**src/cpu_mem_pkg.sv**
```systemverilog
`default_nettype none

package cpu_mem_pkg;

    // access width, 01 reserved and decoded as word
    typedef enum logic [1:0] {
        W_BYTE = 2'b00,
        W_RSVD = 2'b01,
        W_HALF = 2'b10,
        W_WORD = 2'b11
    } mem_width_e;

    // exception codes seen by writeback
    typedef enum logic [6:0] {
        EXC_NONE             = 7'd0,
        EXC_LOAD_MISALIGNED  = 7'd4,
        EXC_STORE_MISALIGNED = 7'd6
    } mem_exc_e;

    // op as handed over by execute
    typedef struct packed {
        logic        valid;
        logic        write;
        logic        unsigned_load;
        mem_width_e  width;
        logic [4:0]  rd;
        logic [31:0] base;
        logic [31:0] imm;
        logic [31:0] wdata;
        // any code from upstream, passed through
        logic [6:0]  exc;
    } exe_mem_op_t;

    // effective address, raw or split into word and byte
    typedef union packed {
        logic [31:0] raw;
        struct packed {
            logic [29:0] word_idx;
            logic [1:0]  byte_off;
        } f;
    } mem_addr_u;

    typedef struct packed {
        logic        write;
        logic        unsigned_load;
        mem_width_e  width;
        logic [4:0]  rd;
        mem_addr_u   addr;
        logic [3:0]  strb;
        // store data already in its byte lanes
        logic [31:0] wdata;
        logic [6:0]  exc;
    } mem_req_t;

    typedef struct packed {
        logic [4:0]  rd;
        logic        rd_we;
        logic [31:0] data;
        logic [6:0]  exc;
    } mem_wb_t;

endpackage

`default_nettype wire

```
**src/mem_issue.sv**
```systemverilog
`timescale 1ns/10ps
`default_nettype none

module mem_issue (
    input  logic                     clk,
    input  logic                     arst_n,
    input  cpu_mem_pkg::exe_mem_op_t op,
    input  logic                     full,
    output logic                     stall,
    output logic                     push,
    output cpu_mem_pkg::mem_req_t    req
);
    import cpu_mem_pkg::*;

    mem_addr_u  addr;
    logic       misaligned;
    logic [3:0] width_mask;
    logic [6:0] exc;

    // base plus immediate, no translation
    assign addr.raw = op.base + op.imm;

    always_comb begin
        case (op.width)
            W_BYTE: begin
                misaligned = 1'b0;
                width_mask = 4'b0001;
            end
            W_HALF: begin
                // half only needs an even offset
                misaligned = addr.f.byte_off[0];
                width_mask = 4'b0011;
            end
            default: begin
                // word, reserved code too
                misaligned = (addr.f.byte_off != 2'b00);
                width_mask = 4'b1111;
            end
        endcase
    end

    always_comb begin
        // upstream exception wins over our own check
        if (op.exc != EXC_NONE) begin
            exc = op.exc;
        end else if (misaligned) begin
            exc = op.write ? EXC_STORE_MISALIGNED : EXC_LOAD_MISALIGNED;
        end else begin
            exc = EXC_NONE;
        end
    end

    always_comb begin
        req.write         = op.write;
        req.unsigned_load = op.unsigned_load;
        req.width         = op.width;
        req.rd            = op.rd;
        req.addr          = addr;
        // faulted ops carry no strobes
        req.strb          = (exc == EXC_NONE) ? (width_mask << addr.f.byte_off) : 4'b0000;
        // move store data up to its lanes
        req.wdata         = op.wdata << {addr.f.byte_off, 3'b000};
        req.exc           = exc;
    end

    // queue full holds execute
    assign stall = full;
    assign push  = op.valid && !full;

endmodule

`default_nettype wire

```
**config.mk**
```make
export PLATFORM = sky130hd
export DESIGN_NAME = mem_issue
export DESIGN_NICKNAME = d
export VERILOG_FILES = /design/src/cpu_mem_pkg.sv /design/src/mem_issue.sv
export SDC_FILE = /design/constraint.sdc
export NUM_CORES = 1
export LEC_CHECK = 0
export BUFFER_PORTS_ARGS = -buffer_cell sky130_fd_sc_hd__buf_2
export CORE_MARGIN = 1
export CORE_UTILIZATION = 25
export DETAILED_ROUTE_END_ITERATION = 12
export GPL_TIMING_DRIVEN = 0
export PLACE_DENSITY_LB_ADDON = 0.05
export SKIP_LAST_GASP = 1
export SYNTH_ARGS = -nofsm -noshare
export SYNTH_HDL_FRONTEND = slang
export SYNTH_SLANG_ARGS = --single-unit
export TNS_END_PERCENT = 100
```
**constraint.sdc**
```tcl
create_clock -name vclk -period 6.1
set_clock_uncertainty 0.05 [all_clocks]
set_input_delay 0.61 -clock vclk [all_inputs]
set_output_delay 0.61 -clock vclk [all_outputs]
set_load 0.01 [all_outputs]
```
==> flow_metrics.py <==
metrics = {
    "worst_setup_path": {
        "end_kind": "output port",
        "cp_slowest_cell": "fa_1",
        "crit_path_start_kind": "input pin",
        "path_common_cell": "buf_2",
        "cp_slowest_stage_delay_ps": 410,
        "required_ps": 5440,
        "crit_family": "compound AO/OA/AOI/OAI gates",
        "path_cells": "buf_2 > ha_1 > fa_1 > a21o_1 > a311o_1 > a31oi_4 > o21ai_2 > a41o_4 > a31oi_1 > xnor2_1 > buf_2",
        "crit_arrival_ps": 3200,
        "worst-path-buf-inv": 2,
        "path_max_fanout": 6,
        "critPathKind": "input pin to output port",
    },
    "drt": {
        "drcViolationCount": 0,
        "drt_iter0_markers": 44,
        "wl_met2_mm": 4.24,
        "num_vias": 3264,
        "routed_via_density": 4.81,
        "met1_length_mm": 4.20,
        "final_antenna_net_count": 0,
        "wl_per_cell_um": 13.5,
        "dr.max_layer_used": "met4",
        "dr.pass1.iters": 4,
        "routed_wl_mm": 9.14,
        "met3_length_um": 591,
    },
    "global_route": {
        "gr-total-overflow": 0,
        "grt_max_degree": 11,
        "antenna_found_initial": 0,
        "grt_pass1_wl_mm": 13.8,
        "grt_pass1_vias": 2940,
        "grt_use_total": 0.163,
    },
    "logic_synthesis": {
        "synth_area_leaders": "ha_1 (16%), xnor2_1 (8.2%), a21oi_1 (7.6%), mux2i_1 (6.6%), a21o_1 (4.9%)",
        "synth_area_um2": 2440,
        "syn_inst": 356,
        "yosysMostFrequentCell": "a21oi_1",
        "syn_nets": 504,
        "synth.yosys.seq_area_share": 0,
        "netlist_top_cells_count": "a21oi_1 (37), ha_1 (31), nand2_1 (25)",
        "yosysTopAreaCell": "ha_1",
        "synth_cell_types": 48,
        "yosys_warnings": 0,
        "synth_top_area_share": 0.159,
        "syn_avg_cell_area_um2": 6.87,
    },
    "final_layout": {
        "area.sequential_um2": 0,
        "seq_cell_count": 0,
        "final_core_util": 0.382,
        "syn_to_final_growth_pct": 46.3,
        "nClkBuffers": 0,
        "layout.nets": 700,
        "fillers": 1096,
        "drive_gt1_frac": 0.387,
        "design_area_um2": 3580,
        "multiInputGateArea_um2": 2250,
        "diodes": 0,
    },
    "sta": {
        "worst_pin_slew_ps": 694,
        "setup_violations": 0,
        "slew_violations": 0,
        "fin_crit_sh": 0.633,
        "fin_tns_setup_ps": 0,
        "hold_violations": 0,
        "postLayoutSetupSlackWorst_ps": 2240,
        "relSlewSlack": 0.537,
        "achievable-frequency_mhz": 259,
        "rsz0062_at_grt": "no",
        "fin_crit_ps": 3860,
    },
    "die": {
        "dieArea_um2": 10200,
        "initial_core_util": 0.261,
        "core_um2": 9370,
        "rows": 35,
        "die_y_um": 101,
        "io_pins": 202,
        "die_w_um": 101,
    },
    "placed_design": {
        "place.detailed.hpwl_mm": 7.63,
        "routabilityCongestion": 0.786,
        "placed_cell_area_um2": 3580,
        "place_ws_ps": 2230,
        "io_buffers": 194,
    },
    "clock_tree": {
        "ctsResizeCount": 0,
        "ctsHoldBuffers": 0,
        "cts_setup_buffers": 0,
    },
    "flow_run": {
        "max_cap_viol_count": 0,
    },
    "power_and_ir_drop": {
        "powerDensity_nw_per_um2": 125,
        "p_leak_nw": 1.87,
        "vdd_drop_max_mv": 0.0461,
    },
    "worst_hold_path": {
        "min_path_type": "input pin to output port",
    },
    "run_status": {
        "status": "completed",
    },
}
[cell type report]
cell class                      instances  share of cell area
Inverter                                6             0.00630
Tap cell                              129              0.0451
Timing Repair Buffer                  194               0.271
Buffer                                 35              0.0493
Multi-Input combinational cell        315               0.628
[report_power, final]
group / total (W) / switching, W / internal (W)
combinational: 0.000448 / 0.000251 / 0.000197
sequential: 0 / 0 / 0
clock: 0 / 0 / 0
[path summary, 6_finish.rpt]
kind	start	endpoint	cells past startpoint
worst min-delay path	op[110]	req[82]	2
worst max-delay path	op[39]	req[71]	11
[stage by stage]
step,total power (W),hold slack (ps),instances
finish,0.000448,1350,679
CTS,0.000452,1350,679
floorplan,0.000281,1220,356
detailed placement,0.000450,1350,679
global route,0.000496,1360,679
global placement,0.000450,1350,679
[layer usage]
| layer | vias up | track usage |
|---|---|---|
| met5 | - | 0 |
| met4 | 0 | 0.0178 |
| met3 | 8 | 0.0146 |
| met2 | 129 | 0.297 |
| met1 | 1440 | 0.213 |
| li1 | 1687 | - |
[placed cells by master, fill, tap and decap left out, types with 2 or more instances in the layout]
cell type / synthesis / routed
a311o_1: 3 / 3
nor4_1: 2 / 2
nand2_1: 25 / 25
o21ai_0: 22 / 22
and3_1: 5 / 5
a21oi_1: 37 / 37
a31oi_1: 10 / 10
o21bai_1: 2 / 2
ha_1: 31 / 31
nand4_1: 3 / 3
buf_1: 6 / 6
nand3_1: 13 / 13
o2111ai_1: 2 / 2
clkbuf_1: 18 / 18
nor3_1: 6 / 6
buf_4: 10 / 10
and2_1: 11 / 11
a21boi_0: 2 / 2
o211ai_1: 8 / 8
mux2i_1: 16 / 16
a211oi_1: 9 / 9
a21o_1: 16 / 16
xnor2_1: 23 / 23
nor2b_1: 16 / 16
xor2_1: 8 / 8
inv_1: 6 / 6
nor2_1: 23 / 23
buf_2: 0 / 194
nand2b_1: 3 / 3
[cells by family after synthesis]
kind of cell / count (synthesis) / share of synthesized area
XOR/XNOR: 31 / 0.111
AO/OA/AOI/OAI: 125 / 0.349
buffers and inverters: 41 / 0.0814
AND/OR/NAND/NOR: 111 / 0.226
adder cells (fa/ha/maj): 32 / 0.167
multiplexers: 16 / 0.0655
Power figures use the tool's default switching activity.
