==> src/cpu_mem_pkg.sv <==
`default_nettype none

package cpu_mem_pkg;

    // access width, 01 reserved and decoded as word
    typedef enum logic [1:0] {
        W_BYTE = 2'b00,
        W_RSVD = 2'b01,
        W_HALF = 2'b10,
        W_WORD = 2'b11
    } mem_width_e;

    // exception codes seen by writeback
    typedef enum logic [6:0] {
        EXC_NONE             = 7'd0,
        EXC_LOAD_MISALIGNED  = 7'd4,
        EXC_STORE_MISALIGNED = 7'd6
    } mem_exc_e;

    // op as handed over by execute
    typedef struct packed {
        logic        valid;
        logic        write;
        logic        unsigned_load;
        mem_width_e  width;
        logic [4:0]  rd;
        logic [31:0] base;
        logic [31:0] imm;
        logic [31:0] wdata;
        // any code from upstream, passed through
        logic [6:0]  exc;
    } exe_mem_op_t;

    // effective address, raw or split into word and byte
    typedef union packed {
        logic [31:0] raw;
        struct packed {
            logic [29:0] word_idx;
            logic [1:0]  byte_off;
        } f;
    } mem_addr_u;

    typedef struct packed {
        logic        write;
        logic        unsigned_load;
        mem_width_e  width;
        logic [4:0]  rd;
        mem_addr_u   addr;
        logic [3:0]  strb;
        // store data already in its byte lanes
        logic [31:0] wdata;
        logic [6:0]  exc;
    } mem_req_t;

    typedef struct packed {
        logic [4:0]  rd;
        logic        rd_we;
        logic [31:0] data;
        logic [6:0]  exc;
    } mem_wb_t;

endpackage

`default_nettype wire

==> src/mem_req_queue.sv <==
`timescale 1ns/10ps
`default_nettype none

module mem_req_queue #(
    parameter int unsigned QUEUE_DEPTH = 4
) (
    input  logic                  clk,
    input  logic                  arst_n,
    input  logic                  push,
    input  cpu_mem_pkg::mem_req_t push_req,
    input  logic                  pop,
    output cpu_mem_pkg::mem_req_t head,
    output logic                  empty,
    output logic                  full
);
    import cpu_mem_pkg::*;

    localparam int unsigned PTR_W = (QUEUE_DEPTH > 1) ? $clog2(QUEUE_DEPTH) : 1;
    localparam int unsigned CNT_W = $clog2(QUEUE_DEPTH + 1);

    mem_req_t           mem [QUEUE_DEPTH];
    logic [PTR_W-1:0]   wr_ptr;
    logic [PTR_W-1:0]   rd_ptr;
    logic [CNT_W-1:0]   count;
    logic               do_push;
    logic               do_pop;

    // guard against over and underflow
    assign do_push = push && !full;
    assign do_pop  = pop && !empty;

    assign empty = (count == '0);
    assign full  = (count == CNT_W'(QUEUE_DEPTH));
    assign head  = mem[rd_ptr];

    // storage, no reset
    always_ff @(posedge clk) begin
        if (do_push) begin
            mem[wr_ptr] <= push_req;
        end
    end

    always_ff @(posedge clk or negedge arst_n) begin
        if (!arst_n) begin
            wr_ptr <= '0;
            rd_ptr <= '0;
            count  <= '0;
        end else begin
            // pointers wrap at depth, not at power of two
            if (do_push) begin
                wr_ptr <= (wr_ptr == PTR_W'(QUEUE_DEPTH - 1)) ? '0 : wr_ptr + 1'b1;
            end
            if (do_pop) begin
                rd_ptr <= (rd_ptr == PTR_W'(QUEUE_DEPTH - 1)) ? '0 : rd_ptr + 1'b1;
            end
            // simultaneous push and pop leaves count alone
            if (do_push && !do_pop) begin
                count <= count + 1'b1;
            end else if (do_pop && !do_push) begin
                count <= count - 1'b1;
            end
        end
    end

endmodule

`default_nettype wire

==> config.mk <==
export PLATFORM = sky130hd
export DESIGN_NAME = mem_req_queue
export DESIGN_NICKNAME = d
export VERILOG_FILES = /design/src/cpu_mem_pkg.sv /design/src/mem_req_queue.sv
export SDC_FILE = /design/constraint.sdc
export NUM_CORES = 1
export LEC_CHECK = 0
export BUFFER_PORTS_ARGS = -buffer_cell sky130_fd_sc_hd__buf_2
export CAP_MARGIN = 20
export CELL_PAD_IN_SITES_DETAIL_PLACEMENT = 1
export CELL_PAD_IN_SITES_GLOBAL_PLACEMENT = 2
export CORE_ASPECT_RATIO = 0.5
export CORE_UTILIZATION = 41
export DETAILED_ROUTE_END_ITERATION = 7
export HOLD_SLACK_MARGIN = 0.03
export PLACE_DENSITY_LB_ADDON = 0.1
export REMOVE_ABC_BUFFERS = 1
export SYNTH_ARGS = -nofsm -noshare
export SYNTH_HDL_FRONTEND = slang
export SYNTH_SLANG_ARGS = --single-unit
export TNS_END_PERCENT = 20
==> constraint.sdc <==
create_clock -name clk -period 5.05 [get_ports clk]
set_clock_uncertainty 0.05 [all_clocks]
set_input_delay 0.505 -clock clk [delete_from_list [all_inputs] [get_ports clk]]
set_output_delay 0.505 -clock clk [all_outputs]
set_load 0.01 [all_outputs]
==> impl_metrics.tcl, run 1 <==
set metrics [dict create \
    synth-edff-count 336 \
    crit_path_end_kind "output pin" \
    critPathMaxStageDelay_ns 1.01 \
    cap_violations 0 \
    peakVddDrop_mv 0.354 \
    worst_path_max_delay_cell "dfrtp_4" \
    cts_hold_buffers 1 \
    grt_usage_pct 16.1 \
    avgSynthCellArea_um2 26.5 \
    crit_required_ns 4.49 \
    fin_crit_sh_pct 65.2 \
    tightestPinTransition_ns 0.878 \
    dieHeight_um 126 \
    final-setup-viol-count 0 \
    min_path_type "in2reg" \
    via_per_inst 5.07 \
    cts_tree "done" \
    initial_utilization_pct 42.5 \
    p_leak_nw 5.10 \
    port-buffer-count 173 \
    synth_seq_cells 343 \
    numCtsBuffers 31 \
    floorplan.rows 44 \
    power_density_mw_per_mm2 598 \
    antenna_found_initial 1 \
    seq_area_frac_synth_pct 81.5 \
    cts_setup_buffers 0 \
    finalSetupTns_ns 0 \
    ys.warnings.count 0 \
    drv_slew 0 \
    path_class "reg2out" \
    crit_fanout 43 \
    crit_family "flip-flops" \
    clock.fmax_ghz 0.304 \
    maxSlewHeadroom_pct 41.5 \
    crit_chain "buf_4 > mux4_2 > buf_2" \
    wl_mm 24.7 \
    core_mm2 0.0296 \
    routabilityCongestion 0.694 \
    synthCells 476 \
    synth.cell_area_mm2 0.0126 \
    clock_latency_ns 0.56 \
    arrival_ns 2.74 \
    clkTransAtPathRegs_ns 0.07 \
    layout_min_cycle_time_ns 3.29 \
    die-area_mm2 0.0315 \
    syn2layout_area_growth_pct 19.3 \
    grt_overflow 0 \
    ant_nets 0 \
    synthArstFlopShare_pct 2.04 \
    ctsResizeCount 0 \
    antenna_cells 0 \
    drc 0 \
    synth-main-ff-cell "edfxtp_1" \
    grt_pass1_vias 6260 \
    dr.pass1.iters 4 \
    drtIter0Drc 182 \
    ios 174 \
    wl_per_cell_um 22.6 \
    cts_root_buffer "clkbuf_16" \
    hold_violations 0 \
    cp-start-kind "flop" \
    fin_nets 771 \
    grt_max_degree 46 \
    routed-via-count 5526 \
    die_w_um 250 \
    rsz0062_at_grt "no" \
    hold_ws_ns 0.108 \
    synth_cell_types 23 \
    clock-sinks 343 \
    dp_hpwl_mm 14.9 \
    h-tree-depth 1 \
    clk_path_buf_depth 3 \
    worst-path-buf-inv 2 \
    grt_pass1_wl_mm 37.8 \
    outcome "finished clean" \
    drive_gt1_share_pct 47.0 \
]
## synthesized netlist by cell type (2+ instances only)
| cell type | instances | area share, % |
|---|---|---|
| buf_2 | 6 | 0.24 |
| nor2_1 | 3 | 0.089 |
| inv_1 | 3 | 0.089 |
| edfxtp_1 | 336 | 80 |
| buf_4 | 4 | 0.24 |
| and2_1 | 3 | 0.15 |
| mux4_2 | 84 | 15 |
| buf_12 | 4 | 0.64 |
| dfrtp_1 | 7 | 1.4 |
| mux2_2 | 4 | 0.36 |
| nor3_1 | 2 | 0.079 |
| buf_1 | 3 | 0.089 |
| ha_1 | 6 | 0.60 |
| xor2_1 | 2 | 0.14 |
## flip-flops by register name (all words and copies together) (netlist names)
register and flops:
wr_ptr 2, rd_ptr 2, count 3, mem 336
## through the flow
stage	worst slack, ns	total power [mW]	cells	instance area [um^2]	util [%]
finish	1.76	8.99	1091	15000	50.8
global route	1.50	9.42	1091	15000	50.8
CTS	1.62	9.18	1091	15000	50.8
detailed placement	2.24	6.58	1033	13900	46.9
global placement	2.25	6.54	1033	13900	46.9
floorplan	0.337	5.64	457	12400	-
## layer usage
metal  share of wire, %  up-vias  track usage (%)  wire (um)
met5                  0        -                0          0
met1                 43     2964             20.6      10700
met4                1.7        0             3.12        419
met3                3.2       30             3.16        788
met2                 52       80             28.7      12800
li1                   -     2452                -          -
## where the power goes
group	total [mW]	switching [mW]	internal [mW]	leakage (nW)
logic	2.35	1.23	1.12	1.41
registers	4.05	0.296	3.76	3.16
clock network	2.59	1.03	1.56	0.537
## final timing paths
path | startpoint | end | slack [ns] | depth (start not counted)
max | rd_ptr[0]$_DFFE_PN0P_ | head[36] | 1.76 | 3
min | push_req[24] | mem[0][24]$_DFFE_PP_ | 0.11 | 1
max reg2reg | count[2]$_DFFE_PN0P_ | mem[1][61]$_DFFE_PP_ | 2.54 | 4
min reg2reg | count[2]$_DFFE_PN0P_ | count[2]$_DFFE_PN0P_ | 0.50 | 1
max in group asynchronous | arst_n | rd_ptr[1]$_DFFE_PN0P_ | 4.51 | 2
min in group asynchronous | arst_n | count[2]$_DFFE_PN0P_ | 0.25 | 2
## kinds of logic (layout without fill, tap and decap cells)
logic type | after synthesis | after routing | synth area share (%)
flip-flops | 343 | 343 | 81.5
multiplexers | 88 | 88 | 15.4
buffers and inverters | 22 | 246 | 1.50
AND/OR/NAND/NOR | 11 | 11 | 0.516
adder cells (fa/ha/maj) | 7 | 7 | 0.755
XOR/XNOR | 3 | 3 | 0.209
AO/OA/AOI/OAI | 2 | 2 | 0.159
## placed cells by master (no fill, tap or decap), drive strengths merged
master and instances:
fa 1, bufinv 8, a21o 1, inv 3, nor2b 1, and2 3, dfrtp 7, dlygate4sd3 1
ha 6, nor3 2, xnor2 1, nand2 1, mux2 4, nor3b 1, xor2 2, mux4 84
clkbuf 42, nor2 3, clkinv 5, buf 185, o31ai 1, edfxtp 336, clkinvlp 2
## cell type report
cell class | instances | area [um^2]
well taps | 391 | 489
repair buffers | 186 | 978
multi-input cells | 111 | 2160
inverters | 3 | 11.3
fillers | 2633 | 14600
flip-flops and latches | 343 | 10300
clock buffers | 42 | 827
clock inverters | 15 | 295
Note: power is estimated with default switching activity, not from simulation.
==> run 2: changes to the inputs <==
==> constraint.sdc (replaced) <==
create_clock -name clk -period 2.6 [get_ports clk]
set_clock_uncertainty 0.05 [all_clocks]
set_input_delay 0.26 -clock clk [delete_from_list [all_inputs] [get_ports clk]]
set_output_delay 0.26 -clock clk [all_outputs]
set_load 0.01 [all_outputs]
==> run 2 against run 1 <==
Non-clock buffer count up 95. Final cell count is 8.7% higher. Via count up 7.2%. Worst setup slack got worse by 1.5 ns. Sequential power rose by 88%. Critical path depth did not move. Critical endpoint is now head[64]. Global-route usage increased by 0.24 points. Largest power group unchanged. Wire length rose by 1.8%. Combinational power increased by 120%. Critical path type unchanged. Count of clock-buffer cells in the layout is the same. Register-to-register slack lost 2.1 ns. Clock power grew 89%.
==> impl_metrics.tcl, run 2 (synthesized netlist as in run 1, its figures left out) <==
set metrics [dict create \
    hp-start "push" \
    port-buffer-count 173 \
    floorplan.rows 44 \
    drtIter0Drc 310 \
    ff2ff_setup_slack_ns 0.46 \
    hold_ws_ns 0.218 \
    cap_violations 0 \
    hold_violations 0 \
    drv_slew 0 \
    grt_pass1_wl_mm 38.7 \
    drc 0 \
    wl_per_cell_um 21.2 \
    layout_min_cycle_time_ns 2.39 \
    peakVddDrop_mv 0.538 \
    cp-start-kind "flop" \
    crit_path_end_kind "output pin" \
    crit_fanout 35 \
    antenna_cells 0 \
    whs_path_depth 3 \
    ant_nets 0 \
    maxSlewHeadroom_pct 65.7 \
    tightestPinTransition_ns 0.515 \
    fin_crit_sh_pct 91.8 \
    cts_tree "done" \
    wl_mm 25.1 \
    crit_required_ns 2.29 \
    startpoint "rd_ptr[0]$_DFFE_PN0P_" \
    antenna_found_initial 0 \
    clock-sinks 343 \
    fin_area_mm2 0.0161 \
    ff2ff_path_depth 8 \
    grt_overflow 0 \
    initial_utilization_pct 42.5 \
    clock_latency_ns 0.55 \
    routabilityCongestion 0.686 \
    dp_hpwl_mm 15.2 \
    die_w_um 250 \
    die-area_mm2 0.0315 \
    grt_usage_pct 16.3 \
    largest-register "mem" \
    clk_path_buf_depth 3 \
    finalSetupTns_ns 0 \
    path_class "reg2out" \
    via_per_inst 4.99 \
    ios 174 \
    rsz0062_at_grt "no" \
    dieHeight_um 126 \
    clkTransAtPathRegs_ns 0.06 \
    outcome "finished clean" \
    drive_gt1_share_pct 42.1 \
    core_mm2 0.0296 \
    final_common_cell "edfxtp_1" \
    final_cell_mix "edfxtp_1, buf_2, dlygate4sd3_1" \
    numCtsBuffers 31 \
    final-setup-viol-count 0 \
    arrival_ns 2.08 \
    routed-via-count 5924 \
    cts_root_buffer "clkbuf_16" \
    p_leak_nw 5.55 \
    grt_max_degree 73 \
    grt_pass1_vias 6698 \
    clock.fmax_ghz 0.419 \
    largest_reg_flops 336 \
    h-tree-depth 1 \
    power_density_mw_per_mm2 1100 \
    r2r_start "count[2]$_DFFE_PN0P_" \
    placed_cell_area_mm2 0.0141 \
    reg_top3 "mem (336), count (3)" \
    min_path_type "in2reg" \
    fin_nets 866 \
    dr.pass1.iters 4 \
    syn2layout_area_growth_pct 27.7 \
]
[run 2: changes by cell type in the layout (fill, tap and decap cells not counted), moves of 2 or more]
cell           change
buf_12            +11
buf_4              -4
clkinvlp_4         -2
dlygate4sd3_1     +86
clkinv_1           +4
[run 2: repair_timing]
item                                   4_1_cts  5_1_grt
gates resized for setup                      2        0
endpoints found under the hold margin      344        0
hold buffers                                87        0
setup buffers                                0        1
setup endpoints to repair                   20       61
[run 2: area by class of cell]
type | count | area, um^2
clock buffer | 42 | 837
tap | 391 | 489
multi-input combinational | 111 | 2160
inverter | 3 | 11.3
clock inverter | 15 | 249
timing repair buffer | 281 | 2070
sequential | 343 | 10300
fill | 2616 | 13500
[run 2: worst paths after layout]
| kind | to |
|---|---|
| setup / recovery | head[64] |
| hold / removal | wr_ptr[1]$_DFFE_PN0P_ |
| setup reg to reg | count[2]$_DFFE_PN0P_ |
| hold reg to reg | count[2]$_DFFE_PN0P_ |
| max in group asynchronous | rd_ptr[1]$_DFFE_PN0P_ |
| min in group asynchronous | count[1]$_DFFE_PN0P_ |
[run 2: per-stage QoR]
step | instances | power [mW] | utilization [%] | setup slack (ns)
3_5_place_dp | 1041 | 13.0 | 47.6 | 0.428
2_1_floorplan | 457 | 10.8 | - | -2.11
6_report | 1186 | 17.8 | 54.3 | 0.213
5_1_grt | 1186 | 18.6 | 54.3 | 0.0993
4_1_cts | 1185 | 18.1 | 54.3 | 0.00381
3_3_place_gp | 1041 | 13.0 | 47.6 | 0.483
[run 2: critical path: stages, from the launching register on]
cell,delay (ns)
dfrtp_4,0.49
buf_16,0.30
mux4_2,0.56
buf_2,0.16
[run 2: layer usage]
metal  wire length [um]  GRT usage, %  vias up
met5                  0             0        -
met1              11100          21.4     3164
met4                423          3.34        0
met2              12800          28.3       86
met3                810          3.37       34
li1                   -             -     2640
[run 2: report_power, final]
part	leakage [nW]	internal (mW)	total [mW]	switching [mW]
registers	3.16	7.29	7.62	0.330
clock network	0.528	2.94	4.90	1.95
logic	1.86	2.50	5.23	2.73
total	5.55	12.7	17.8	5.01
