`src/cpu_mem_pkg.sv`:
```
`default_nettype none

package cpu_mem_pkg;

    // access width, 01 reserved and decoded as word
    typedef enum logic [1:0] {
        W_BYTE = 2'b00,
        W_RSVD = 2'b01,
        W_HALF = 2'b10,
        W_WORD = 2'b11
    } mem_width_e;

    // exception codes seen by writeback
    typedef enum logic [6:0] {
        EXC_NONE             = 7'd0,
        EXC_LOAD_MISALIGNED  = 7'd4,
        EXC_STORE_MISALIGNED = 7'd6
    } mem_exc_e;

    // op as handed over by execute
    typedef struct packed {
        logic        valid;
        logic        write;
        logic        unsigned_load;
        mem_width_e  width;
        logic [4:0]  rd;
        logic [31:0] base;
        logic [31:0] imm;
        logic [31:0] wdata;
        // any code from upstream, passed through
        logic [6:0]  exc;
    } exe_mem_op_t;

    // effective address, raw or split into word and byte
    typedef union packed {
        logic [31:0] raw;
        struct packed {
            logic [29:0] word_idx;
            logic [1:0]  byte_off;
        } f;
    } mem_addr_u;

    typedef struct packed {
        logic        write;
        logic        unsigned_load;
        mem_width_e  width;
        logic [4:0]  rd;
        mem_addr_u   addr;
        logic [3:0]  strb;
        // store data already in its byte lanes
        logic [31:0] wdata;
        logic [6:0]  exc;
    } mem_req_t;

    typedef struct packed {
        logic [4:0]  rd;
        logic        rd_we;
        logic [31:0] data;
        logic [6:0]  exc;
    } mem_wb_t;

endpackage

`default_nettype wire

```
`src/apb_pkg.sv`:
```
`default_nettype none

package apb_pkg;

    // master to slave
    typedef struct packed {
        logic        psel;
        logic        penable;
        logic        pwrite;
        logic [31:0] paddr;
        logic [31:0] pwdata;
        logic [3:0]  pstrb;
    } apb_req_t;

    // slave to master
    typedef struct packed {
        logic        pready;
        logic [31:0] prdata;
        // never raised by the sram
        logic        pslverr;
    } apb_rsp_t;

endpackage

`default_nettype wire

```
`src/mem_apb_master.sv`:
```
`timescale 1ns/10ps
`default_nettype none

module mem_apb_master (
    input  logic                  clk,
    input  logic                  arst_n,
    input  cpu_mem_pkg::mem_req_t head,
    input  logic                  empty,
    input  apb_pkg::apb_rsp_t     apb_rsp,
    output logic                  pop,
    output apb_pkg::apb_req_t     apb_req,
    output logic                  wb_valid,
    output cpu_mem_pkg::mem_wb_t  wb
);
    import cpu_mem_pkg::*;

    typedef enum logic [1:0] {
        ST_IDLE,
        ST_SETUP,
        ST_ACCESS
    } state_e;

    state_e      state_q;
    mem_req_t    req_q;
    logic        head_faulted;
    logic        done;
    logic [31:0] rdata_sh;
    logic [31:0] ld_data;

    // one transfer at a time, pop only when idle
    assign pop          = (state_q == ST_IDLE) && !empty;
    assign head_faulted = (head.exc != EXC_NONE);
    assign done         = (state_q == ST_ACCESS) && apb_rsp.pready;

    // bus fields come straight from the latched request
    always_comb begin
        apb_req.psel    = (state_q != ST_IDLE);
        apb_req.penable = (state_q == ST_ACCESS);
        apb_req.pwrite  = req_q.write;
        apb_req.paddr   = req_q.addr.raw;
        apb_req.pwdata  = req_q.wdata;
        // reads drive no strobes
        apb_req.pstrb   = req_q.write ? req_q.strb : 4'b0000;
    end

    // bring the addressed lane down to bit 0
    assign rdata_sh = apb_rsp.prdata >> {req_q.addr.f.byte_off, 3'b000};

    always_comb begin
        case (req_q.width)
            W_BYTE: begin
                ld_data = req_q.unsigned_load ? {24'h0, rdata_sh[7:0]}
                                              : {{24{rdata_sh[7]}}, rdata_sh[7:0]};
            end
            W_HALF: begin
                ld_data = req_q.unsigned_load ? {16'h0, rdata_sh[15:0]}
                                              : {{16{rdata_sh[15]}}, rdata_sh[15:0]};
            end
            default: begin
                ld_data = rdata_sh;
            end
        endcase
    end

    always_ff @(posedge clk or negedge arst_n) begin
        if (!arst_n) begin
            state_q  <= ST_IDLE;
            wb_valid <= 1'b0;
        end else begin
            wb_valid <= 1'b0;
            case (state_q)
                ST_IDLE: begin
                    if (!empty) begin
                        // faulted ops skip the bus
                        state_q  <= head_faulted ? ST_IDLE : ST_SETUP;
                        wb_valid <= head_faulted;
                    end
                end
                ST_SETUP: begin
                    state_q <= ST_ACCESS;
                end
                ST_ACCESS: begin
                    // hold here through wait states
                    if (apb_rsp.pready) begin
                        state_q  <= ST_IDLE;
                        wb_valid <= 1'b1;
                    end
                end
                default: begin
                    state_q <= ST_IDLE;
                end
            endcase
        end
    end

    // payload, qualified by state and wb_valid
    always_ff @(posedge clk) begin
        if (pop) begin
            req_q <= head;
            if (head_faulted) begin
                wb.rd    <= head.rd;
                wb.rd_we <= 1'b0;
                wb.data  <= 32'h0;
                wb.exc   <= head.exc;
            end
        end
        if (done) begin
            wb.rd    <= req_q.rd;
            // stores write nothing back
            wb.rd_we <= !req_q.write;
            wb.data  <= req_q.write ? 32'h0 : ld_data;
            wb.exc   <= req_q.exc;
        end
    end

endmodule

`default_nettype wire

```
`config.mk`:
```
export PLATFORM = sky130hd
export DESIGN_NAME = mem_apb_master
export DESIGN_NICKNAME = d
export VERILOG_FILES = /design/src/cpu_mem_pkg.sv /design/src/apb_pkg.sv /design/src/mem_apb_master.sv
export SDC_FILE = /design/constraint.sdc
export NUM_CORES = 1
export LEC_CHECK = 0
export BUFFER_PORTS_ARGS = -buffer_cell sky130_fd_sc_hd__buf_2
export CORE_MARGIN = 1.5
export CORE_UTILIZATION = 40
export CTS_CLUSTER_DIAMETER = 80
export DETAILED_ROUTE_END_ITERATION = 8
export GPL_ROUTABILITY_DRIVEN = 0
export PLACE_DENSITY = 0.72
export REMOVE_ABC_BUFFERS = 1
export SYNTH_ARGS = -nofsm -noshare
export SYNTH_HDL_FRONTEND = slang
export SYNTH_SLANG_ARGS = --single-unit
```
`constraint.sdc`:
```
create_clock -name clk -period 5.1 [get_ports clk]
set_input_delay 0.255 -clock clk [delete_from_list [all_inputs] [get_ports clk]]
set_output_delay 0.255 -clock clk [all_outputs]
set_load 0.03 [all_outputs]
```
==> results of run 1 <==
how the worst min path moves through the flow:
stage | endpoint | slack, ns
3_5_place_dp | wb_valid | 0.06
2_1_floorplan | state_q[0] | -0.04
4_1_cts | apb_req[68] | 0.000006
3_3_place_gp | wb_valid | 0.05
5_1_grt | apb_req[68] | 0.0006
6_report | apb_req[68] | 0.02
per-layer routing:
metal  vias up  part of all wire
li1       1594                 -
met1      1590              0.38
met2       171              0.49
met3        26              0.10
met4         2             0.023
met5         -            0.0011
critical path, delay by kind of cell (launching register included):
kind	cells	cell delay, ns
buffers and inverters	1	0.36
DFF	1	0.42
and+or+nand+nor	2	1.28
registers in the layout (all words and copies together), names as in the netlist:
register,flops
wb,45
req_q,19
apb_req,65
state_q,2
wb_valid,1
layout by cell type (no fill, tap or decap), types with 2 or more instances in the layout:
cell type	instances
sky130_fd_sc_hd__mux2i_1	17
sky130_fd_sc_hd__o21ai_1	7
sky130_fd_sc_hd__dlygate4sd3_1	8
sky130_fd_sc_hd__buf_2	237
sky130_fd_sc_hd__clkinv_2	2
sky130_fd_sc_hd__nand2_1	8
sky130_fd_sc_hd__clkinvlp_4	2
sky130_fd_sc_hd__clkinv_1	3
sky130_fd_sc_hd__dfrtp_1	3
sky130_fd_sc_hd__edfxtp_1	129
sky130_fd_sc_hd__buf_4	3
sky130_fd_sc_hd__clkinv_4	3
sky130_fd_sc_hd__nand3_1	8
sky130_fd_sc_hd__clkbuf_16	17
sky130_fd_sc_hd__and2_1	5
sky130_fd_sc_hd__nand2b_1	2
sky130_fd_sc_hd__nor2_1	19
sky130_fd_sc_hd__o21ai_2	2
sky130_fd_sc_hd__nor2b_1	10
sky130_fd_sc_hd__bufinv_16	3
sky130_fd_sc_hd__a211oi_1	23
sky130_fd_sc_hd__mux2_2	13
sky130_fd_sc_hd__nand3b_4	2
logic make-up after synthesis:
kind of cell | share of synthesized area
xor+xnor | 0.00159
flops | 0.717
compound gates | 0.0507
buf+inv | 0.108
mux | 0.0575
simple gates | 0.0652
area by class of cell:
class	count	area (sq um)	area share
timing repair buffer	249	1310	0.185
sequential	132	3950	0.559
tap	176	220	0.0312
multi-input combinational	130	985	0.139
inverter	1	16.3	0.00230
clock buffer	18	429	0.0607
clock inverter	14	161	0.0228
report_power, final:
group	internal (mW)	leakage [nW]	switching, mW
clock network	0.764	0.283	0.439
registers	1.25	1.32	0.0157
logic	0.0922	1.45	0.186
through the flow:
stage          hold WS [ns]  area (sq um)  power [mW]  setup WS (ns)
3_3_place_gp         0.0504          6400        1.56           2.79
3_5_place_dp         0.0556          6400        1.57           2.69
4_1_cts          0.00000563          7070        2.78           2.32
6_report             0.0221          7070        2.75           2.36
5_1_grt            0.000576          7070        2.84           2.18
2_1_floorplan       -0.0406          4930        1.45         -0.290
==> summary.log, run 1 <==
qor: final_layout.finish.cell_count_without_fillers 720
qor: final_layout.layout.core_utilization 0.530
qor: routing.vias 3383
qor: logic_synthesis.post_synth_main_area_contributors sky130_fd_sc_hd__edfxtp_1 (70%), sky130_fd_sc_hd__buf_4 (8.9%), sky130_fd_sc_hd__a211oi_1 (3.1%)
qor: critical_path.worstSetupEndpoint pop
qor: critical_path.worst-r2r-cell-count 3
qor: floorplanning.floorplan.core_area 13300 sq um
qor: sta.hold_viol 0
qor: clocking.cts-buffers-inserted 17
qor: logic_synthesis.synth.avg_cell_area 16.2 sq um
qor: logic_synthesis.synth-seq-area-share 0.717
qor: clocking.clk_transition_reported_paths 0.06 ns
qor: placement.placed_cells 680
qor: routing.routed_wl_per_cell 16.2 um
qor: critical_path.worstPathArrival 2.48 ns
qor: power_and_ir_drop.ir_worst_vdd 0.246 mV
qor: sta.finalMaxSlewViolations 0
qor: critical_path.critPathRequiredTime 4.85 ns
qor: worst_hold_path.min_path_type input pin to flop
qor: sta.tns 0 ns
qor: critical_path.timing.rr.start state_q[1]
qor: clocking.cts.sinks 132
qor: critical_path.critical-path-slowest-cell sky130_fd_sc_hd__nor2_4
qor: placement.dp.final_hpwl 8430 um
qor: job.drv_cap 0
qor: routing.routed_wirelength 11700 um
qor: sta.layout_worst_path_cycle_share 0.537
qor: clocking.htreeDepth 4
qor: power_and_ir_drop.power.density_cell_area 389 nW/um^2
qor: global_routing.use_met2 0.265
qor: placement.io_buffer_count 237
qor: worst_hold_path.hp-start head[83]
qor: floorplanning.fp.dieH 120 um
qor: sta.setup_viol_count_final 0
qor: worst_hold_path.timing.hold.worst_path_depth 1
qor: global_routing.grt_start_max_net_pins 49
qor: final_layout.syn2layout_area_growth 28.4%
qor: logic_synthesis.number_of_enable_type_register_cells_in_the_synthesized_netlist 129
qor: logic_synthesis.synth_cell_count_leaders sky130_fd_sc_hd__edfxtp_1 (129), sky130_fd_sc_hd__buf_4 (65), sky130_fd_sc_hd__a211oi_1 (23), sky130_fd_sc_hd__nor2_1 (20), sky130_fd_sc_hd__mux2i_1 (17)
qor: floorplanning.boundaryPins 239
qor: critical_path.r2r_end apb_req[63]
qor: routing.first_pass_iters 4
qor: logic_synthesis.post_synth_num_cell_types 32
qor: logic_synthesis.synth-async-reset-ratio 0.0227
qor: sta.timing.slew.headroom 0.250
qor: logic_synthesis.synth_top_area_cell sky130_fd_sc_hd__edfxtp_1
qor: critical_path.timing.critical_path.fanout_max 39
qor: final_layout.final_nets 652
qor: final_layout.n_fill_cell 1145
qor: global_routing.grt_pass1_vias 3469
qor: global_routing.grt_antenna_before_repair 1
qor: sta.clock.fmax 365 MHz
qor: global_routing.total_overflow_reported_by_the_global_router 0
qor: outcome.result_of_the_run finished, final reports clean
qor: clocking.cts_tree built
qor: clocking.cts.hold.buffers_added 8
qor: logic_synthesis.ys.flop_type sky130_fd_sc_hd__edfxtp_1
qor: power_and_ir_drop.power_leakage 3.05 nW
qor: critical_path.timing.critical_path.from state_q[1]
qor: critical_path.startpoint_type flop
qor: logic_synthesis.netlist.area_leader.share 0.703
qor: clocking.clock_tree.buffer_depth 2
qor: final_layout.final_layout_size_suffix_gt1_frac 0.540
qor: global_routing.grtUsageTotal 0.163
qor: clocking.clock_insertion_delay_worst_skew 0.40 ns
qor: logic_synthesis.synthesis.yosys.warnings 0
qor: floorplanning.cell_rows 42
qor: floorplanning.horizontal_die_dimension 120 um
qor: routing.post-route-drc-count 0
qor: floorplanning.floorplan.die_area 14500 sq um
qor: global_routing.top_usage_layer met2
qor: critical_path.r2r_setup_slk 2.69 ns
qor: sta.rsz0062_at_grt false
qor: sta.clock-skew-final 0.00395 ns
qor: floorplanning.effective_utilization_at_floorplan 0.413
qor: routing.initialDrtViolationCount 214
qor: clocking.post_cts.repair.setup_buffers 0
qor: sta.tightestPinTransition 1.12 ns
qor: critical_path.critPathCaptureType output port
qor: critical_path.worstPathCellList or2_0 -> nor2_4 -> buf_2
qor: clocking.clock_root_buffer_master sky130_fd_sc_hd__clkbuf_16
qor: global_routing.met1_usage_in_global_routing 0.184
qor: logic_synthesis.dominant_cell_by_count_in_the_synthesized_netlist sky130_fd_sc_hd__edfxtp_1
qor: clocking.resized_after_cts 0
qor: logic_synthesis.postSynthRegisterBits 132
qor: logic_synthesis.synthesis.area 5510 sq um
qor: sta.min_period 2.74 ns
qor: critical_path.worst_path_largest_cell_delay 0.90 ns
qor: critical_path.criticalPathCategory flop to output port
qor: global_routing.grt_use_met3 0.0726
qor: final_layout.antenna_cells 0
qor: logic_synthesis.netlist_instances 340
qor: routing.antenna_left 0
qor: routing.route.detailed.vias_per_inst 4.70
qor: global_routing.wire_length_of_the_first_global_routing_pass 17600 um
No activity file was read; power rests on OpenSTA's default activity.
==> run 2, diff against run 1 <==
--- a/config.mk
+++ b/config.mk
@@ -5,13 +5,14 @@
 export SDC_FILE = /design/constraint.sdc
 export NUM_CORES = 1
 export LEC_CHECK = 0
+export ABC_AREA = 1
 export BUFFER_PORTS_ARGS = -buffer_cell sky130_fd_sc_hd__buf_2
 export CORE_MARGIN = 1.5
 export CORE_UTILIZATION = 40
 export CTS_CLUSTER_DIAMETER = 80
 export DETAILED_ROUTE_END_ITERATION = 8
 export GPL_ROUTABILITY_DRIVEN = 0
-export PLACE_DENSITY = 0.72
+export PLACE_DENSITY = 0.71
 export REMOVE_ABC_BUFFERS = 1
 export SYNTH_ARGS = -nofsm -noshare
 export SYNTH_HDL_FRONTEND = slang
==> constraint.sdc (replaced) <==
create_clock -name clk -period 2.5 [get_ports clk]
set_input_delay 0.125 -clock clk [delete_from_list [all_inputs] [get_ports clk]]
set_output_delay 0.125 -clock clk [all_outputs]
set_load 0.03 [all_outputs]
==> run 2 against run 1 <==
- first-iteration DRC count rose by 14%
- setup slack got worse by 1.8 ns
- sequential power rose by 120%
- synthesized cell count rose by 39%
- critical path depth rose by 2
- via count rose by 26%
- power rose by 130%
- register-to-register slack got worse by 1.9 ns
- clock skew rose by 0.0023 ns
- clock power rose by 88%
- largest cell class unchanged
- highest routed layer is now met4
==> summary.log, run 2 <==
qor: critical_path.timing.critical_path.fanout_max 73 [was 39]
qor: logic_synthesis.synthesis.area 5670 sq um [was 5510 sq um]
qor: sta.setup_viol_count_final 0 [unchanged]
qor: clocking.cts-buffers-inserted 17 [unchanged]
qor: logic_synthesis.dominant_cell_by_count_in_the_synthesized_netlist sky130_fd_sc_hd__nand2_1 [was sky130_fd_sc_hd__edfxtp_1]
qor: global_routing.grt_start_max_net_pins 74 [was 49]
qor: floorplanning.effective_utilization_at_floorplan 0.408 [was 0.413]
qor: floorplanning.boundaryPins 239 [unchanged]
qor: global_routing.grtUsageTotal 0.188 [was 0.163]
qor: sta.tns 0 ns [unchanged]
qor: logic_synthesis.synth.avg_cell_area 12.0 sq um [was 16.2 sq um]
qor: critical_path.criticalPathCategory flop to output port [unchanged]
qor: clocking.resized_after_cts 0 [unchanged]
qor: final_layout.antenna_cells 0 [unchanged]
qor: final_layout.largest_register_ff_count 65 [unchanged]
qor: sta.layout_worst_path_cycle_share 0.781
qor: sta.hold_viol 0 [unchanged]
qor: final_layout.layout.cells.most_common_list sky130_fd_sc_hd__buf_2 (237), sky130_fd_sc_hd__nand2_1 (135), sky130_fd_sc_hd__edfxtp_1 (129), sky130_fd_sc_hd__dlygate4sd3_1 (86), sky130_fd_sc_hd__nand3_1 (38) [was sky130_fd_sc_hd__buf_2 (237), sky130_fd_sc_hd__edfxtp_1 (129), sky130_fd_sc_hd__a211oi_1 (23), sky130_fd_sc_hd__nor2_1 (19)]
qor: floorplanning.cell_rows 43 [was 42]
qor: critical_path.critPathRequiredTime 2.38 ns [was 4.85 ns]
qor: worst_hold_path.min_path_type input pin to flop [unchanged]
qor: critical_path.timing.critical_path.from state_q[0] [was state_q[1]]
qor: floorplanning.fp.dieH 122 um [was 120 um]
qor: global_routing.wire_length_of_the_first_global_routing_pass 21200 um [was 17600 um]
qor: sta.slack_of_the_critical_path 0.549 ns [was 2.36 ns]
qor: clocking.clk_transition_reported_paths 0.05 ns [was 0.06 ns]
qor: sta.rsz0062_at_grt false [unchanged]
qor: logic_synthesis.synth_top_area_cell sky130_fd_sc_hd__edfxtp_1 [unchanged]
qor: sta.tightestPinTransition 0.397 ns [was 1.12 ns]
qor: power_and_ir_drop.ir_worst_vdd 0.707 mV [was 0.246 mV]
qor: floorplanning.floorplan.core_area 13900 sq um [was 13300 sq um]
qor: logic_synthesis.synthesis.yosys.warnings 0 [unchanged]
qor: final_layout.syn2layout_area_growth 40.5% [was 28.4%]
qor: clocking.clock_root_buffer_master sky130_fd_sc_hd__clkbuf_16 [unchanged]
qor: clocking.cts.sinks 132 [unchanged]
qor: routing.antenna_left 0 [unchanged]
qor: routing.first_pass_iters 5 [was 4]
qor: placement.preCtsSetupSlack 0.824 ns [was 2.69 ns]
qor: clocking.clock_tree.buffer_depth 2 [unchanged]
qor: critical_path.worst-r2r-cell-count 8 [was 3]
qor: placement.dp.final_hpwl 8530 um [was 8430 um]
qor: power_and_ir_drop.power_leakage 3.71 nW [was 3.05 nW]
qor: logic_synthesis.netlist_instances 471 [was 340]
qor: critical_path.timing.rr.start apb_req[36] [was state_q[1]]
qor: critical_path.worstPathArrival 1.83 ns [was 2.48 ns]
qor: routing.route.detailed.vias_per_inst 4.58 [was 4.70]
qor: final_layout.final_nets 859 [was 652]
qor: logic_synthesis.netlist.area_leader.share 0.683 [was 0.703]
qor: critical_path.startpoint_type flop [unchanged]
qor: global_routing.grt_antenna_before_repair 0 [was 1]
qor: global_routing.grt_pass1_vias 4388 [was 3469]
qor: critical_path.worstSetupEndpoint pop [unchanged]
qor: sta.timing.slew.headroom 0.735 [was 0.250]
qor: sta.clock.fmax 512 MHz
qor: logic_synthesis.number_of_enable_type_register_cells_in_the_synthesized_netlist 129 [unchanged]
qor: logic_synthesis.post_synth_main_area_contributors sky130_fd_sc_hd__edfxtp_1 (68%), sky130_fd_sc_hd__nand2_1 (9.0%), sky130_fd_sc_hd__buf_4 (8.7%) [was sky130_fd_sc_hd__edfxtp_1 (70%), sky130_fd_sc_hd__buf_4 (8.9%), sky130_fd_sc_hd__a211oi_1 (3.1%)]
qor: logic_synthesis.post_synth_num_cell_types 23 [was 32]
qor: final_layout.mostFrequentLayoutCell sky130_fd_sc_hd__buf_2 [unchanged]
qor: sta.clock-skew-final 0.00626 ns [was 0.00395 ns]
qor: clocking.cts_tree built [unchanged]
qor: clocking.htreeDepth 4 [unchanged]
qor: critical_path.r2r_end wb[35] [was apb_req[63]]
qor: routing.post-route-drc-count 0 [unchanged]
qor: routing.vias 4267 [was 3383]
qor: power_and_ir_drop.power.density_cell_area 801 nW/um^2 [was 389 nW/um^2]
qor: final_layout.finish.cell_count_without_fillers 931 [was 720]
qor: critical_path.r2r_setup_slk 0.79 ns [was 2.69 ns]
qor: floorplanning.floorplan.die_area 14900 sq um [was 14500 sq um]
qor: logic_synthesis.synth_cell_count_leaders sky130_fd_sc_hd__nand2_1 (136), sky130_fd_sc_hd__edfxtp_1 (129), sky130_fd_sc_hd__buf_4 (66), sky130_fd_sc_hd__nand3_1 (38), sky130_fd_sc_hd__inv_1 (31) [was sky130_fd_sc_hd__edfxtp_1 (129), sky130_fd_sc_hd__buf_4 (65), sky130_fd_sc_hd__a211oi_1 (23), sky130_fd_sc_hd__nor2_1 (20), sky130_fd_sc_hd__mux2i_1 (17)]
qor: final_layout.final_layout_size_suffix_gt1_frac 0.381 [was 0.540]
qor: routing.routed_wirelength 13800 um [was 11700 um]
qor: placement.placed_cells 813 [was 680]
qor: logic_synthesis.synth-seq-area-share 0.697 [was 0.717]
qor: placement.io_buffer_count 237 [unchanged]
qor: routing.initialDrtViolationCount 244 [was 214]
qor: routing.routed_wl_per_cell 14.8 um [was 16.2 um]
qor: global_routing.total_overflow_reported_by_the_global_router 0 [unchanged]
qor: sta.finalMaxSlewViolations 0 [unchanged]
qor: job.drv_cap 0 [unchanged]
qor: floorplanning.horizontal_die_dimension 122 um [was 120 um]
qor: logic_synthesis.synth-async-reset-ratio 0.0227 [unchanged]
qor: sta.min_period 1.95 ns
qor: clocking.post_cts.repair.setup_buffers 0 [unchanged]
qor: critical_path.critPathCaptureType output port [unchanged]
qor: clocking.clock_insertion_delay_worst_skew 0.40 ns [about the same]
qor: logic_synthesis.ys.flop_type sky130_fd_sc_hd__edfxtp_1 [unchanged]
qor: outcome.result_of_the_run finished, final reports clean [unchanged]
qor: logic_synthesis.postSynthRegisterBits 132 [unchanged]
## run 2: area by class of cell
type	instances	area [sq um]
Clock buffer	23	448
Inverter	34	128
Sequential cell	132	3950
Clock inverter	9	85.1
Tap cell	180	225
Fill cell	1121	5920
Timing Repair Buffer	331	2130
Multi-Input combinational cell	222	995
## run 2: worst min-delay path by stage
stage,from,cells past startpoint,to,slack [ns]
CTS,apb_rsp[33],4,state_q[1],0.001
global placement,arst_n,1,state_q[0],-0.08
global route,arst_n,2,wb_valid,0.04
detailed placement,arst_n,1,wb_valid,-0.07
finish,apb_rsp[33],4,state_q[1],0.03
floorplan,arst_n,0,state_q[0],-0.17
## run 2: cells by family (layout without fill, tap and decap cells)
kind of cell    count (synthesis)  in the layout  share of synthesized area
flops                         132            132                      0.697
compound gates                 24             24                     0.0227
simple gates                  198            198                      0.151
buf+inv                       117            397                      0.130
## run 2: metal layers
layer,GRT usage,vias up,part of all wire
li1,-,2055,-
met1,0.204,1986,0.37
met2,0.325,206,0.52
met3,0.0730,20,0.094
met4,0.0824,0,0.020
met5,0,-,0
## run 2: report_power, final
| part | internal, mW | switching, mW |
|---|---|---|
| registers | 2.76 | 0.0740 |
| logic | 0.396 | 0.888 |
| clock network | 1.36 | 0.896 |
| total | 4.52 | 1.86 |
## run 2: critical path, cell delays in order (launching register included)
cell and delay, ns:
sky130_fd_sc_hd__dfrtp_1 0.40, sky130_fd_sc_hd__nor2_1 0.12, sky130_fd_sc_hd__inv_1 0.11, sky130_fd_sc_hd__nor2_4 0.14, sky130_fd_sc_hd__buf_12 0.34, sky130_fd_sc_hd__buf_2 0.27
## run 2: timing repair
action | in CTS | in global routing
setup endpoints to repair | 0 | 0
hold buffers | 86 | 0
endpoints found under the hold margin | 90 | 0
## run 2: per-stage QoR
| step | power (mW) | hold WS [ns] | utilization | area [sq um] |
|---|---|---|---|---|
| after floorplan | 3.68 | -0.171 | - | 5060 |
| after global placement | 4.03 | -0.0790 | 0.473 | 6570 |
| after detailed placement | 4.05 | -0.0748 | 0.473 | 6570 |
| after CTS | 6.41 | 0.00117 | 0.574 | 7960 |
| after global routing | 6.63 | 0.0422 | 0.574 | 7960 |
| final | 6.38 | 0.0292 | 0.574 | 7960 |
